===== config.mk =====
export PLATFORM = sky130hd
export DESIGN_NAME = matrix_diff_top
export DESIGN_NICKNAME = d
export VERILOG_FILES = /design/src/hdl/diff_pkg.sv /design/src/hdl/mod_op_if.sv /design/src/hdl/matrix_diff_top.sv /design/src/hdl/matrix_diff_ctrl.sv /design/src/hdl/mod_subtractor.sv /design/src/hdl/mod_reducer.sv
export SDC_FILE = /design/constraint.sdc
export NUM_CORES = 1
export LEC_CHECK = 0
export ABC_AREA = 1
export BUFFER_PORTS_ARGS = -buffer_cell sky130_fd_sc_hd__buf_2
export CAP_MARGIN = 20
export CORE_ASPECT_RATIO = 1.5
export CORE_MARGIN = 3
export CORE_UTILIZATION = 37
export DETAILED_ROUTE_END_ITERATION = 8
export SLEW_MARGIN = 20
export SYNTH_ARGS = -nofsm -noshare
export SYNTH_HDL_FRONTEND = slang
export SYNTH_SLANG_ARGS = --single-unit

===== constraint.sdc =====
create_clock -name CLK -period 5.8 [get_ports CLK]
set_clock_uncertainty 0.05 [all_clocks]
set_input_delay 0.29 -clock CLK [delete_from_list [all_inputs] [get_ports CLK]]
set_output_delay 0.29 -clock CLK [all_outputs]
set_load 0.01 [all_outputs]

===== src/hdl/diff_pkg.sv =====
//////////////////////////////////////////////////
// Matrix differentiation shared definitions
// Control states, element position, default width
//////////////////////////////////////////////////

package diff_pkg;

  //////////////////////////////////////////////////
  // Widths
  //////////////////////////////////////////////////

  // Default element, modulus and size width
  localparam int DEF_DATA_SIZE = 16;

  //////////////////////////////////////////////////
  // Types
  //////////////////////////////////////////////////

  // Control FSM states
  typedef enum logic [2:0] {
    IDLE     = 3'd0,  // Waiting for START
    WAIT_ROW = 3'd1,  // Waiting for first element of a row
    WAIT_COL = 3'd2,  // Waiting for next element of a row
    REDUCE   = 3'd3,  // Element in the datapath
    EMIT     = 3'd4   // Result out, counters advance
  } ctrl_state_e;

  // Position of an element inside its row
  typedef enum logic [0:0] {
    ROW_FIRST = 1'b0,  // Previous element counts as zero
    ROW_NEXT  = 1'b1
  } elem_pos_e;

endpackage

===== src/hdl/mod_op_if.sv =====
//////////////////////////////////////////////////
// Modular datapath link
// Control to reducer to subtractor handshake
//////////////////////////////////////////////////

interface mod_op_if #(
  parameter int DATA_SIZE = diff_pkg::DEF_DATA_SIZE
);

  // Request side, from control
  logic                  start;
  diff_pkg::elem_pos_e   pos;
  logic [DATA_SIZE-1:0]  operand;
  logic [DATA_SIZE-1:0]  modulo;

  // Reducer to subtractor
  logic [DATA_SIZE-1:0]  reduced;
  logic                  reduced_valid;

  // Response side, back to control
  logic                  done;
  logic [DATA_SIZE-1:0]  result;

  modport ctrl (output start, pos, operand, modulo, input done, result);

  modport reducer (input start, operand, modulo, output reduced, reduced_valid);

  modport subtractor (input reduced_valid, reduced, pos, modulo, output done, result);

endinterface


===== src/hdl/matrix_diff_top.sv =====
//////////////////////////////////////////////////
// Streaming modular matrix differentiation
// Row-wise discrete derivative modulo M
//////////////////////////////////////////////////

module matrix_diff_top #(
  parameter int DATA_SIZE = diff_pkg::DEF_DATA_SIZE
) (
  input  logic                 CLK,
  input  logic                 RST,
  input  logic                 START,
  input  logic                 DATA_IN_I_ENABLE,
  input  logic                 DATA_IN_J_ENABLE,
  input  logic [DATA_SIZE-1:0] MODULO_IN,
  input  logic [DATA_SIZE-1:0] SIZE_I_IN,
  input  logic [DATA_SIZE-1:0] SIZE_J_IN,
  input  logic [DATA_SIZE-1:0] DATA_IN,
  output logic                 READY,
  output logic                 DATA_OUT_I_ENABLE,
  output logic                 DATA_OUT_J_ENABLE,
  output logic [DATA_SIZE-1:0] DATA_OUT
);

  // Control to datapath link
  mod_op_if #(.DATA_SIZE(DATA_SIZE)) op_if ();

  // Sequencer
  matrix_diff_ctrl #(
    .DATA_SIZE(DATA_SIZE)
  ) ctrl0 (
    .CLK               (CLK),
    .RST               (RST),
    .START             (START),
    .DATA_IN_I_ENABLE  (DATA_IN_I_ENABLE),
    .DATA_IN_J_ENABLE  (DATA_IN_J_ENABLE),
    .MODULO_IN         (MODULO_IN),
    .SIZE_I_IN         (SIZE_I_IN),
    .SIZE_J_IN         (SIZE_J_IN),
    .DATA_IN           (DATA_IN),
    .READY             (READY),
    .DATA_OUT_I_ENABLE (DATA_OUT_I_ENABLE),
    .DATA_OUT_J_ENABLE (DATA_OUT_J_ENABLE),
    .DATA_OUT          (DATA_OUT),
    .op                (op_if.ctrl)
  );

  // Element mod M
  mod_reducer #(
    .DATA_SIZE(DATA_SIZE)
  ) reducer0 (
    .CLK (CLK),
    .RST (RST),
    .op  (op_if.reducer)
  );

  // Difference with previous column
  mod_subtractor #(
    .DATA_SIZE(DATA_SIZE)
  ) sub0 (
    .CLK (CLK),
    .RST (RST),
    .op  (op_if.subtractor)
  );

endmodule


===== src/hdl/matrix_diff_ctrl.sv =====
//////////////////////////////////////////////////
// Matrix differentiation control
// Row/column sequencing, element hand-off
// to the modular datapath, output strobes
//////////////////////////////////////////////////

module matrix_diff_ctrl #(
  parameter int DATA_SIZE = diff_pkg::DEF_DATA_SIZE
) (
  input  logic                 CLK,
  input  logic                 RST,
  input  logic                 START,
  input  logic                 DATA_IN_I_ENABLE,
  input  logic                 DATA_IN_J_ENABLE,
  input  logic [DATA_SIZE-1:0] MODULO_IN,
  input  logic [DATA_SIZE-1:0] SIZE_I_IN,
  input  logic [DATA_SIZE-1:0] SIZE_J_IN,
  input  logic [DATA_SIZE-1:0] DATA_IN,
  output logic                 READY,
  output logic                 DATA_OUT_I_ENABLE,
  output logic                 DATA_OUT_J_ENABLE,
  output logic [DATA_SIZE-1:0] DATA_OUT,
  mod_op_if.ctrl               op
);

  //////////////////////////////////////////////////
  // Signals
  //////////////////////////////////////////////////

  // FSM and counters
  diff_pkg::ctrl_state_e state;
  logic [DATA_SIZE-1:0]  row_cnt;
  logic [DATA_SIZE-1:0]  col_cnt;
  logic                  start_q;

  // Matrix setup and current element
  logic [DATA_SIZE-1:0]  modulo_q;
  logic [DATA_SIZE-1:0]  size_i_q;
  logic [DATA_SIZE-1:0]  size_j_q;
  logic [DATA_SIZE-1:0]  operand_q;
  diff_pkg::elem_pos_e   pos_q;

  // Decodes
  logic launch;
  logic accept;
  logic last_col;
  logic last_row;

  assign launch = (state == diff_pkg::IDLE) && START;

  // Row start takes I enable, later columns take J enable
  assign accept = ((state == diff_pkg::WAIT_ROW) && DATA_IN_I_ENABLE) ||
                  ((state == diff_pkg::WAIT_COL) && DATA_IN_J_ENABLE);

  assign last_col = (col_cnt == size_j_q - 1'b1);
  assign last_row = (row_cnt == size_i_q - 1'b1);

  //////////////////////////////////////////////////
  // FSM
  //////////////////////////////////////////////////

  always_ff @(posedge CLK or posedge RST) begin
    if (RST) begin
      state             <= diff_pkg::IDLE;
      row_cnt           <= '0;
      col_cnt           <= '0;
      start_q           <= 1'b0;
      READY             <= 1'b0;
      DATA_OUT_I_ENABLE <= 1'b0;
      DATA_OUT_J_ENABLE <= 1'b0;
      DATA_OUT          <= '0;
    end else begin
      // Strobes are single cycle
      start_q           <= 1'b0;
      READY             <= 1'b0;
      DATA_OUT_I_ENABLE <= 1'b0;
      DATA_OUT_J_ENABLE <= 1'b0;
      case (state)
        diff_pkg::IDLE: begin
          if (launch) begin
            row_cnt <= '0;
            col_cnt <= '0;
            state   <= diff_pkg::WAIT_ROW;
          end
        end
        diff_pkg::WAIT_ROW, diff_pkg::WAIT_COL: begin
          // Datapath is idle here, kick it next cycle
          if (accept) begin
            start_q <= 1'b1;
            state   <= diff_pkg::REDUCE;
          end
        end
        diff_pkg::REDUCE: begin
          // Enables in this state are dropped
          if (op.done) begin
            state <= diff_pkg::EMIT;
          end
        end
        diff_pkg::EMIT: begin
          DATA_OUT          <= op.result;
          DATA_OUT_J_ENABLE <= 1'b1;
          if (last_col) begin
            DATA_OUT_I_ENABLE <= 1'b1;
            if (last_row) begin
              READY <= 1'b1;
              state <= diff_pkg::IDLE;
            end else begin
              row_cnt <= row_cnt + 1'b1;
              col_cnt <= '0;
              state   <= diff_pkg::WAIT_ROW;
            end
          end else begin
            col_cnt <= col_cnt + 1'b1;
            state   <= diff_pkg::WAIT_COL;
          end
        end
        default: begin
          state <= diff_pkg::IDLE;
        end
      endcase
    end
  end

  // Setup captured once per matrix, element on accept
  always_ff @(posedge CLK) begin
    if (launch) begin
      modulo_q <= MODULO_IN;
      size_i_q <= SIZE_I_IN;
      size_j_q <= SIZE_J_IN;
    end
    if (accept) begin
      operand_q <= DATA_IN;
      pos_q     <= (col_cnt == '0) ? diff_pkg::ROW_FIRST : diff_pkg::ROW_NEXT;
    end
  end

  // Datapath request
  assign op.start   = start_q;
  assign op.pos     = pos_q;
  assign op.operand = operand_q;
  assign op.modulo  = modulo_q;

  //////////////////////////////////////////////////
  // Checks
  //////////////////////////////////////////////////

  a_one_enable : assert property (@(posedge CLK) disable iff (RST)
    (state inside {diff_pkg::WAIT_ROW, diff_pkg::WAIT_COL}) |->
      !(DATA_IN_I_ENABLE && DATA_IN_J_ENABLE));

  // Zero modulus has no defined result
  a_modulo_nonzero : assert property (@(posedge CLK) disable iff (RST)
    launch |-> (MODULO_IN != '0));

  // Datapath answers only an element in flight
  a_done_in_reduce : assert property (@(posedge CLK) disable iff (RST)
    op.done |-> (state == diff_pkg::REDUCE));

endmodule


===== src/hdl/mod_subtractor.sv =====
//////////////////////////////////////////////////
// Modular difference stage
// Subtracts previous reduced element of the row
//////////////////////////////////////////////////

module mod_subtractor #(
  parameter int DATA_SIZE = diff_pkg::DEF_DATA_SIZE
) (
  input logic           CLK,
  input logic           RST,
  mod_op_if.subtractor  op
);

  // Control
  logic done_q;

  // Payload
  logic [DATA_SIZE-1:0] prev_q;
  logic [DATA_SIZE-1:0] result_q;
  logic [DATA_SIZE-1:0] diff;

  // Both operands below modulus, so one add-back covers the wrap
  always_comb begin
    if (op.pos == diff_pkg::ROW_FIRST) begin
      diff = op.reduced;
    end else if (op.reduced >= prev_q) begin
      diff = op.reduced - prev_q;
    end else begin
      // Modulus minus prev is at least 1, sum stays below modulus
      diff = (op.modulo - prev_q) + op.reduced;
    end
  end

  always_ff @(posedge CLK or posedge RST) begin
    if (RST) begin
      done_q <= 1'b0;
    end else begin
      done_q <= op.reduced_valid;
    end
  end

  // New element becomes the reference for the next column
  always_ff @(posedge CLK) begin
    if (op.reduced_valid) begin
      result_q <= diff;
      prev_q   <= op.reduced;
    end
  end

  assign op.done   = done_q;
  assign op.result = result_q;

  // Whole datapath keeps results in range
  a_result_range : assert property (@(posedge CLK) disable iff (RST)
    op.done |-> (op.result < op.modulo));

endmodule


===== src/hdl/mod_reducer.sv =====
//////////////////////////////////////////////////
// Bit-serial modular reducer
// Restoring shift-and-subtract, MSB first,
// one operand bit per cycle
//////////////////////////////////////////////////

module mod_reducer #(
  parameter int DATA_SIZE = diff_pkg::DEF_DATA_SIZE
) (
  input logic        CLK,
  input logic        RST,
  mod_op_if.reducer  op
);

  localparam int CNT_W = $clog2(DATA_SIZE);
  localparam logic [CNT_W-1:0] LAST_BIT = CNT_W'(DATA_SIZE - 1);

  //////////////////////////////////////////////////
  // Signals
  //////////////////////////////////////////////////

  // Control
  logic             busy;
  logic [CNT_W-1:0] bit_cnt;
  logic             valid_q;

  // Payload
  logic [DATA_SIZE-1:0] shift_q;
  logic [DATA_SIZE-1:0] rem_q;

  // One restoring step
  logic [DATA_SIZE:0]   trial;
  logic [DATA_SIZE-1:0] rem_next;

  //////////////////////////////////////////////////
  // Remainder step
  //////////////////////////////////////////////////

  // First step runs on the start edge with a cleared remainder
  assign trial = op.start ? {{DATA_SIZE{1'b0}}, op.operand[DATA_SIZE-1]}
                          : {rem_q, shift_q[DATA_SIZE-1]};

  // Remainder stays below modulus, so one subtract is enough
  always_comb begin
    if (trial >= {1'b0, op.modulo}) begin
      rem_next = DATA_SIZE'(trial - {1'b0, op.modulo});
    end else begin
      rem_next = trial[DATA_SIZE-1:0];
    end
  end

  // Sequencing
  always_ff @(posedge CLK or posedge RST) begin
    if (RST) begin
      busy    <= 1'b0;
      bit_cnt <= '0;
      valid_q <= 1'b0;
    end else begin
      valid_q <= 1'b0;
      if (op.start) begin
        busy    <= 1'b1;
        bit_cnt <= CNT_W'(1);
      end else if (busy) begin
        bit_cnt <= bit_cnt + 1'b1;
        // Last bit folded in this cycle
        if (bit_cnt == LAST_BIT) begin
          busy    <= 1'b0;
          valid_q <= 1'b1;
        end
      end
    end
  end

  // Operand shift and partial remainder
  always_ff @(posedge CLK) begin
    if (op.start) begin
      shift_q <= op.operand << 1;
      rem_q   <= rem_next;
    end else if (busy) begin
      shift_q <= shift_q << 1;
      rem_q   <= rem_next;
    end
  end

  assign op.reduced       = rem_q;
  assign op.reduced_valid = valid_q;

  // Control must wait for the previous element
  a_no_start_busy : assert property (@(posedge CLK) disable iff (RST)
    busy |-> !op.start);

endmodule


; Word-level counts from Yosys, hierarchy flattened
; Index checks and enable logic that the tools add are counted.
[word_totals]
reg_bits = 190
inputBits = 69
out_inout_bits = 19
[classes]
eq_ne = 13
addsub = 9
n_reduce_logical = 12
n_mux = 38
n_lt_le_gt_ge = 2
[op_table]
columns = operator, n
row1 = two-way mux 16 bit, 12
row2 = one-hot mux 16 bit (2 select lines), 2
row3 = subtractor 16 bit, 3
row4 = "adder 16 x 1 -> 16 bit, second input constant", 2
row5 = == test 16 bit, 2
row6 = "subtractor 16 x 1 -> 16 bit, second input constant", 2
row7 = >= comparator 17 x 16 -> 1 bit, 1
row8 = two-way mux 17 bit, 1
row9 = adder 16 bit, 1
row10 = >= comparator 16 bit, 1
row11 = logical NOT 16 bit, 1
row12 = two-way mux 1 bit, 16
row13 = one-hot mux 3 bit (4 select lines), 1
row14 = two-way mux 3 bit, 3
row15 = two-way mux 4 bit, 2
row16 = "!= test 2 x 1 -> 1 bit, second input constant", 4
row17 = "== test 3 x 2 -> 1 bit, second input constant", 2
row18 = AND reduction 3 bit, 2
row19 = "adder 4 x 1 -> 4 bit, second input constant", 1
row20 = "== test 4 bit, second input constant", 1
row21 = AND reduction 4 bit, 1
row22 = nonzero test 2 bit, 2
row23 = "== test 3 x 1 -> 1 bit, second input constant", 1
row24 = "== test 3 bit, second input constant", 1
row25 = other kinds (7), 9

; Logic depth before layout (Yosys ltp)
[depth]
word_depth = 5
mapped_depth = 18
depth_no_buf = 17

; Hierarchy
; Synthesis repeated with hierarchy kept, for this count alone.
[unflattened]
cells_unflattened = 1810
area_unflattened_um2 = 13555.5
[by_module_without_submodules]
columns = mod, area_per_inst_um2, cells_each, seq_area_each_um2, instances
row1 = matrix_diff_ctrl, 6695.2, 820, 3328.2, 1
row2 = mod_subtractor, 3896.2, 587, 985.9, 1
row3 = mod_reducer, 2964.1, 403, 1081.0, 1

; Worst setup path before layout
; OpenSTA, ideal clock, no wires.
[synth_path]
path_type = reg2reg
from = reg ctrl0.state[0]
to = reg ctrl0.modulo_q[0] (netlist: ctrl0.op.modulo[0]), enable pin
setup_ns = 0.513
setup_slack_ns = 1.336
stages_incl_launch_ff = 4
period_less_slack_ns = 4.464
t_required_ns = 5.237
arrival_time_ns = 3.901
cell_sequence = dfrtp_1 -> nor2_1 -> inv_1 -> nor3_1
[synth_via]
elab_chain_len = 2
[synth_rtl]
columns = item, line
row1 = "start, declared", matrix_diff_ctrl.sv:31  ; diff_pkg::ctrl_state_e state;
row2 = "start signal, assigned", matrix_diff_ctrl.sv:64  ; state <= diff_pkg::IDLE;
row3 = "start signal, assigned", matrix_diff_ctrl.sv:83  ; state <= diff_pkg::WAIT_ROW;
row4 = "start signal, assigned", matrix_diff_ctrl.sv:90  ; state <= diff_pkg::REDUCE;
row5 = logical NOT 3 bit, matrix_diff_ctrl.sv:49  ; assign launch = (state == diff_pkg::IDLE) && START;
row6 = logical AND 1 bit, matrix_diff_ctrl.sv:49
row7 = named net ctrl0.launch, matrix_diff_ctrl.sv:44  ; logic launch;
row8 = "end signal, assigned", matrix_diff_ctrl.sv:127  ; modulo_q <= MODULO_IN;
row9 = "end, declared", matrix_diff_ctrl.sv:37  ; logic [DATA_SIZE-1:0] modulo_q;
; The timed path passes the listed nets, and every way through them passes these cells.
; A chain may end at the register's enable or synchronous reset.

; Worst setup path in the final report
[layout_path]
from = reg reducer0.rem_q[0] (netlist: reducer0.op.reduced[0])
to = reg sub0.result_q[13] (netlist: sub0.op.result[13]) (data pin)
[layout_via]
elab_chain_len = 3
word_cells_on_any_way = 5
classes_between = add/sub: 2 / order compare: 1 / mux: 2
[layout_rtl]
columns = item, line
row1 = "start, declared", mod_reducer.sv:29  ; logic [DATA_SIZE-1:0] rem_q;
row2 = "start signal, assigned", mod_reducer.sv:78  ; rem_q <= rem_next;
row3 = "start signal, assigned", mod_reducer.sv:81  ; rem_q <= rem_next;
row4 = adder 16 bit (tied with other cells), mod_subtractor.sv:30  ; diff = (op.modulo - prev_q) + op.reduced;
row5 = two-way mux 16 bit (*), mod_subtractor.sv:26  ; end else if (op.reduced >= prev_q) begin
row6 = two-way mux 16 bit (*), mod_subtractor.sv:24  ; if (op.pos == diff_pkg::ROW_FIRST) begin
row7 = named net sub0.diff[13], mod_subtractor.sv:20  ; logic [DATA_SIZE-1:0] diff;
row8 = "end signal, assigned", mod_subtractor.sv:45  ; result_q <= diff;
row9 = "end, declared", mod_subtractor.sv:19  ; logic [DATA_SIZE-1:0] result_q;
; The timed path passes the listed nets; every way through them passes the cells marked *.

==> results.cfg <==
[outcome]
outcome = complete, no violations

[setup_path]
crit_path_cell_trace = inv_1 > ha_1 > fa_1 > o21ai_0 > a21oi_1 > inv_1 > nand2_1 > nand3_1 > inv_1 > nand2_1 > o21ai_0 > nand2_1 > nand2_1
critical_path.reg2reg.startpoint = reducer0.op.reduced[0]
timing.critical_path.required_ns = 5.96
worst_path_arrival_time_ns = 3.69
cp_top_family = simple AND/OR/NAND/NOR gates
worst_path_most_repeated_cell = nand2_1
reg2reg_setup_slack_ns = 2.27
worstSetupStartpointType = register
critical_path.max_fanout = 25
timing.reg2reg.worst_path_depth = 13
slowest_cell_delay_on_critical_path_ns = 0.59
cp.depth = 13
cp_num_buf_inv = 3
cp_slowest_cell = nand3_1
criticalPathCategory = reg -> reg
timing.rr.end = sub0.op.result[13]
kind_of_end_point_of_the_critical_path = register

[grt]
grt.overflow.total = 0
grt_first_pass_wirelength_mm = 48.7
via_count_of_the_first_global_routing_pass = 10000
grt_start_max_net_pins = 63
grt_usage = 0.170
antenna_violations_before_repair = 0

[route]
detail_route.iter0.violations = 501
drt-pass1-iter-count = 5
drt_wl_cell_um = 14.2
viasPerCell = 4.81
via_count = 10100
antenna_violating_nets_post_route = 0
drt-total-wl_mm = 29.8
drc = 0

[yosys]
synthesis.nets = 1658
synthTopCellsByCount = nand2_1, inv_1, edfxtp_1
synth_cells = 1519
post_synth_num_cell_types = 48
synth-seq-area-share = 0.440
synth.area.top_cells = edfxtp_1, nand2_1, dfrtp_1
post_synth_instance_area_um2 = 12300
synth_async_sr_flop_share = 0.326
post_synth.cell_area_avg_um2 = 8.08
synth.most_common_cell = nand2_1
ys_dominant_reg_cell = edfxtp_1
synth_edf_count = 128
netlist.area_leader.share = 0.313
synth_top_area_cell = edfxtp_1
synth-seq-cells = 190
ys.warnings.count = 0

[die]
initial_utilization = 0.376
die_ar_um2 = 35400
dieHeight_um = 229
fp.dieW_um = 155
placement_row_count = 81
placeableCoreArea_um2 = 32600
io-pin-count = 88

[flow_run]
cap_viol_max_count = 0

[hold_path]
hp-class = in -> async

[timing]
fin_setup_tns_ns = 0
post-route-period-util = 0.608
timing.final.max_slew_violations = 0
max-slew-margin-rel = 0.328
fmax_ghz = 0.283
setup_viol = 0
rsz0062_at_grt = no
timing.final.crit_period_ns = 3.53
worst_pin_slew_ns = 1.01
timing_hold_violations_final = 0
fin_hold_ws_ns = 0.00815

[final_layout]
post_route_cells_drive_above_1_share = 0.105
fillers = 3261
final_cell_count_no_fill = 2091
area.growth.synth_to_final_pct = 17.1
nets = 1802
area_used_by_sequential_logic_in_the_layout_um2 = 5400
insertedDiodeCount = 0
multi_input_comb_area_um2 = 5930
post-route-cell-area_um2 = 14400

[placement]
gp_congestion = 0.911
io_buffers = 87
dp_hpwl_mm = 22.7
numPlacedInstances = 1995
post_dp_cell_area_um2 = 13100

[clock_network]
clock_latency_ns = 0.46
cts-buffers-inserted = 17
cts.reportedPaths.clkPinSlew_ns = 0.07
cts_max_level = 4
root_buffer_master = clkbuf_16
clkSinkCount = 190
cts_repair_resize_count = 0
cts_post_setup_buffers_inserted = 0
cts_tree = yes
cts_max_path_buffers = 2

[power]
sw_frac_of_total = 0.449
combinationalPowerShare = 0.515
internal-power_mw = 3.85
power.share.clock = 0.172
switchingPower_mw = 3.13
pwr-share-seq = 0.313
max-vdd-ir-drop_v = 0.000215
power.static_leakage_nw = 6.88
post-layout-total-power_mw = 6.98
power.density_cell_area_nw_per_um2 = 485
==> logic make-up (layout without fill, tap and decap cells) <==
| family | after synthesis | after routing | share of synthesized area |
|---|---|---|---|
| mux | 1 | 1 | 0.000815 |
| flops | 190 | 190 | 0.440 |
| fa+ha+maj | 70 | 70 | 0.0817 |
| buf+inv | 247 | 404 | 0.0782 |
| compound gates | 134 | 134 | 0.0609 |
| simple gates | 808 | 808 | 0.290 |
| xor+xnor | 69 | 69 | 0.0492 |
==> what timing repair did <==
item	in CTS	in global routing
endpoints found under the setup margin	0	0
hold buffers	64	0
hold endpoints to repair	64	0
==> registers in the layout, summed over array words and instances, names as in the netlist <==
signal and flops:
ctrl0.DATA_OUT 16, ctrl0.col_cnt 16, ctrl0.op.modulo 16, ctrl0.op.operand 16, ctrl0.row_cnt 16, ctrl0.size_i_q 16, ctrl0.size_j_q 16, reducer0.op.reduced 16
sub0.op.result 16, sub0.prev_q 16, reducer0.shift_q 15, reducer0.bit_cnt 4, ctrl0.state 3, ctrl0.DATA_OUT_I_ENABLE 1, ctrl0.DATA_OUT_J_ENABLE 1, ctrl0.READY 1
ctrl0.op.pos 1, ctrl0.op.start 1, reducer0.busy 1, reducer0.op.reduced_valid 1, sub0.op.done 1
==> per-stage QoR <==
step	setup WS, ns	util
after global placement	2.35	0.403
after detailed placement	2.30	0.403
after global routing	1.97	0.441
after CTS	2.29	0.441
final	2.27	0.441
after floorplan	1.34	-
==> worst max-delay path by stage <==
stage          slack (ns)                    from                 endpoint
6_report             2.27  reducer0.op.reduced[0]       sub0.op.result[13]
4_1_cts              2.29          ctrl0.op.start  reducer0.op.reduced[15]
2_1_floorplan        1.34          ctrl0.state[0]       ctrl0.op.modulo[0]
5_1_grt              1.97  reducer0.op.reduced[0]        sub0.op.result[7]
3_3_place_gp         2.35  reducer0.op.reduced[0]       sub0.op.result[12]
3_5_place_dp         2.30  reducer0.op.reduced[0]       sub0.op.result[13]
==> power groups by stage <==
stage	sequential (mW)	combinational (mW)	clock, mW
2_1_floorplan	2.17	2.67	0
3_3_place_gp	2.21	3.52	0
3_5_place_dp	2.21	3.55	0
4_1_cts	2.19	3.60	1.25
5_1_grt	2.23	4.06	1.30
6_report	2.18	3.59	1.20
==> routing by layer <==
metal  track usage  vias up  routed length, um
met2         0.317      178              15800
met3        0.0240       58                778
met5             0        -                  0
met1         0.191     4616              12200
met4        0.0726        0                942
li1              -     5211                  -
==> cell usage in the layout, fill, tap and decap left out, types with 4 or more instances in the layout <==
cell type      instances
nand3_1               90
nor4_1                 7
nand4_1               47
xnor2_1               24
a21o_1                 7
inv_8                  4
nor2_1               122
dfrtp_1               62
buf_4                  8
nand2_2                5
nor2_4                 7
edfxtp_1             128
ha_1                  53
fa_1                  17
buf_2                 87
or2_2                  7
a21oi_1               49
inv_2                  7
nand2_1              472
nor2_2                12
inv_1                205
nand3b_1              11
xor2_1                45
o21ai_0               54
dlygate4sd3_1         64
o21bai_1               8
nor3_1                15
clkbuf_16             17
clkinv_4               4
==> tightest hold or removal path: cells and delay by family <==
| kind | cells | cell delay [ns] |
|---|---|---|
| buffers and inverters | 3 | 0.75 |
==> area by class of cell <==
class                   instances  area share
repair buffers                159      0.0790
flip-flops and latches        190       0.375
inverters                     213      0.0556
well taps                     415      0.0361
multi-input cells            1082       0.413
clock buffers                  17      0.0296
clock inverters                15      0.0120
Note: power is estimated with default switching activity, not from simulation.
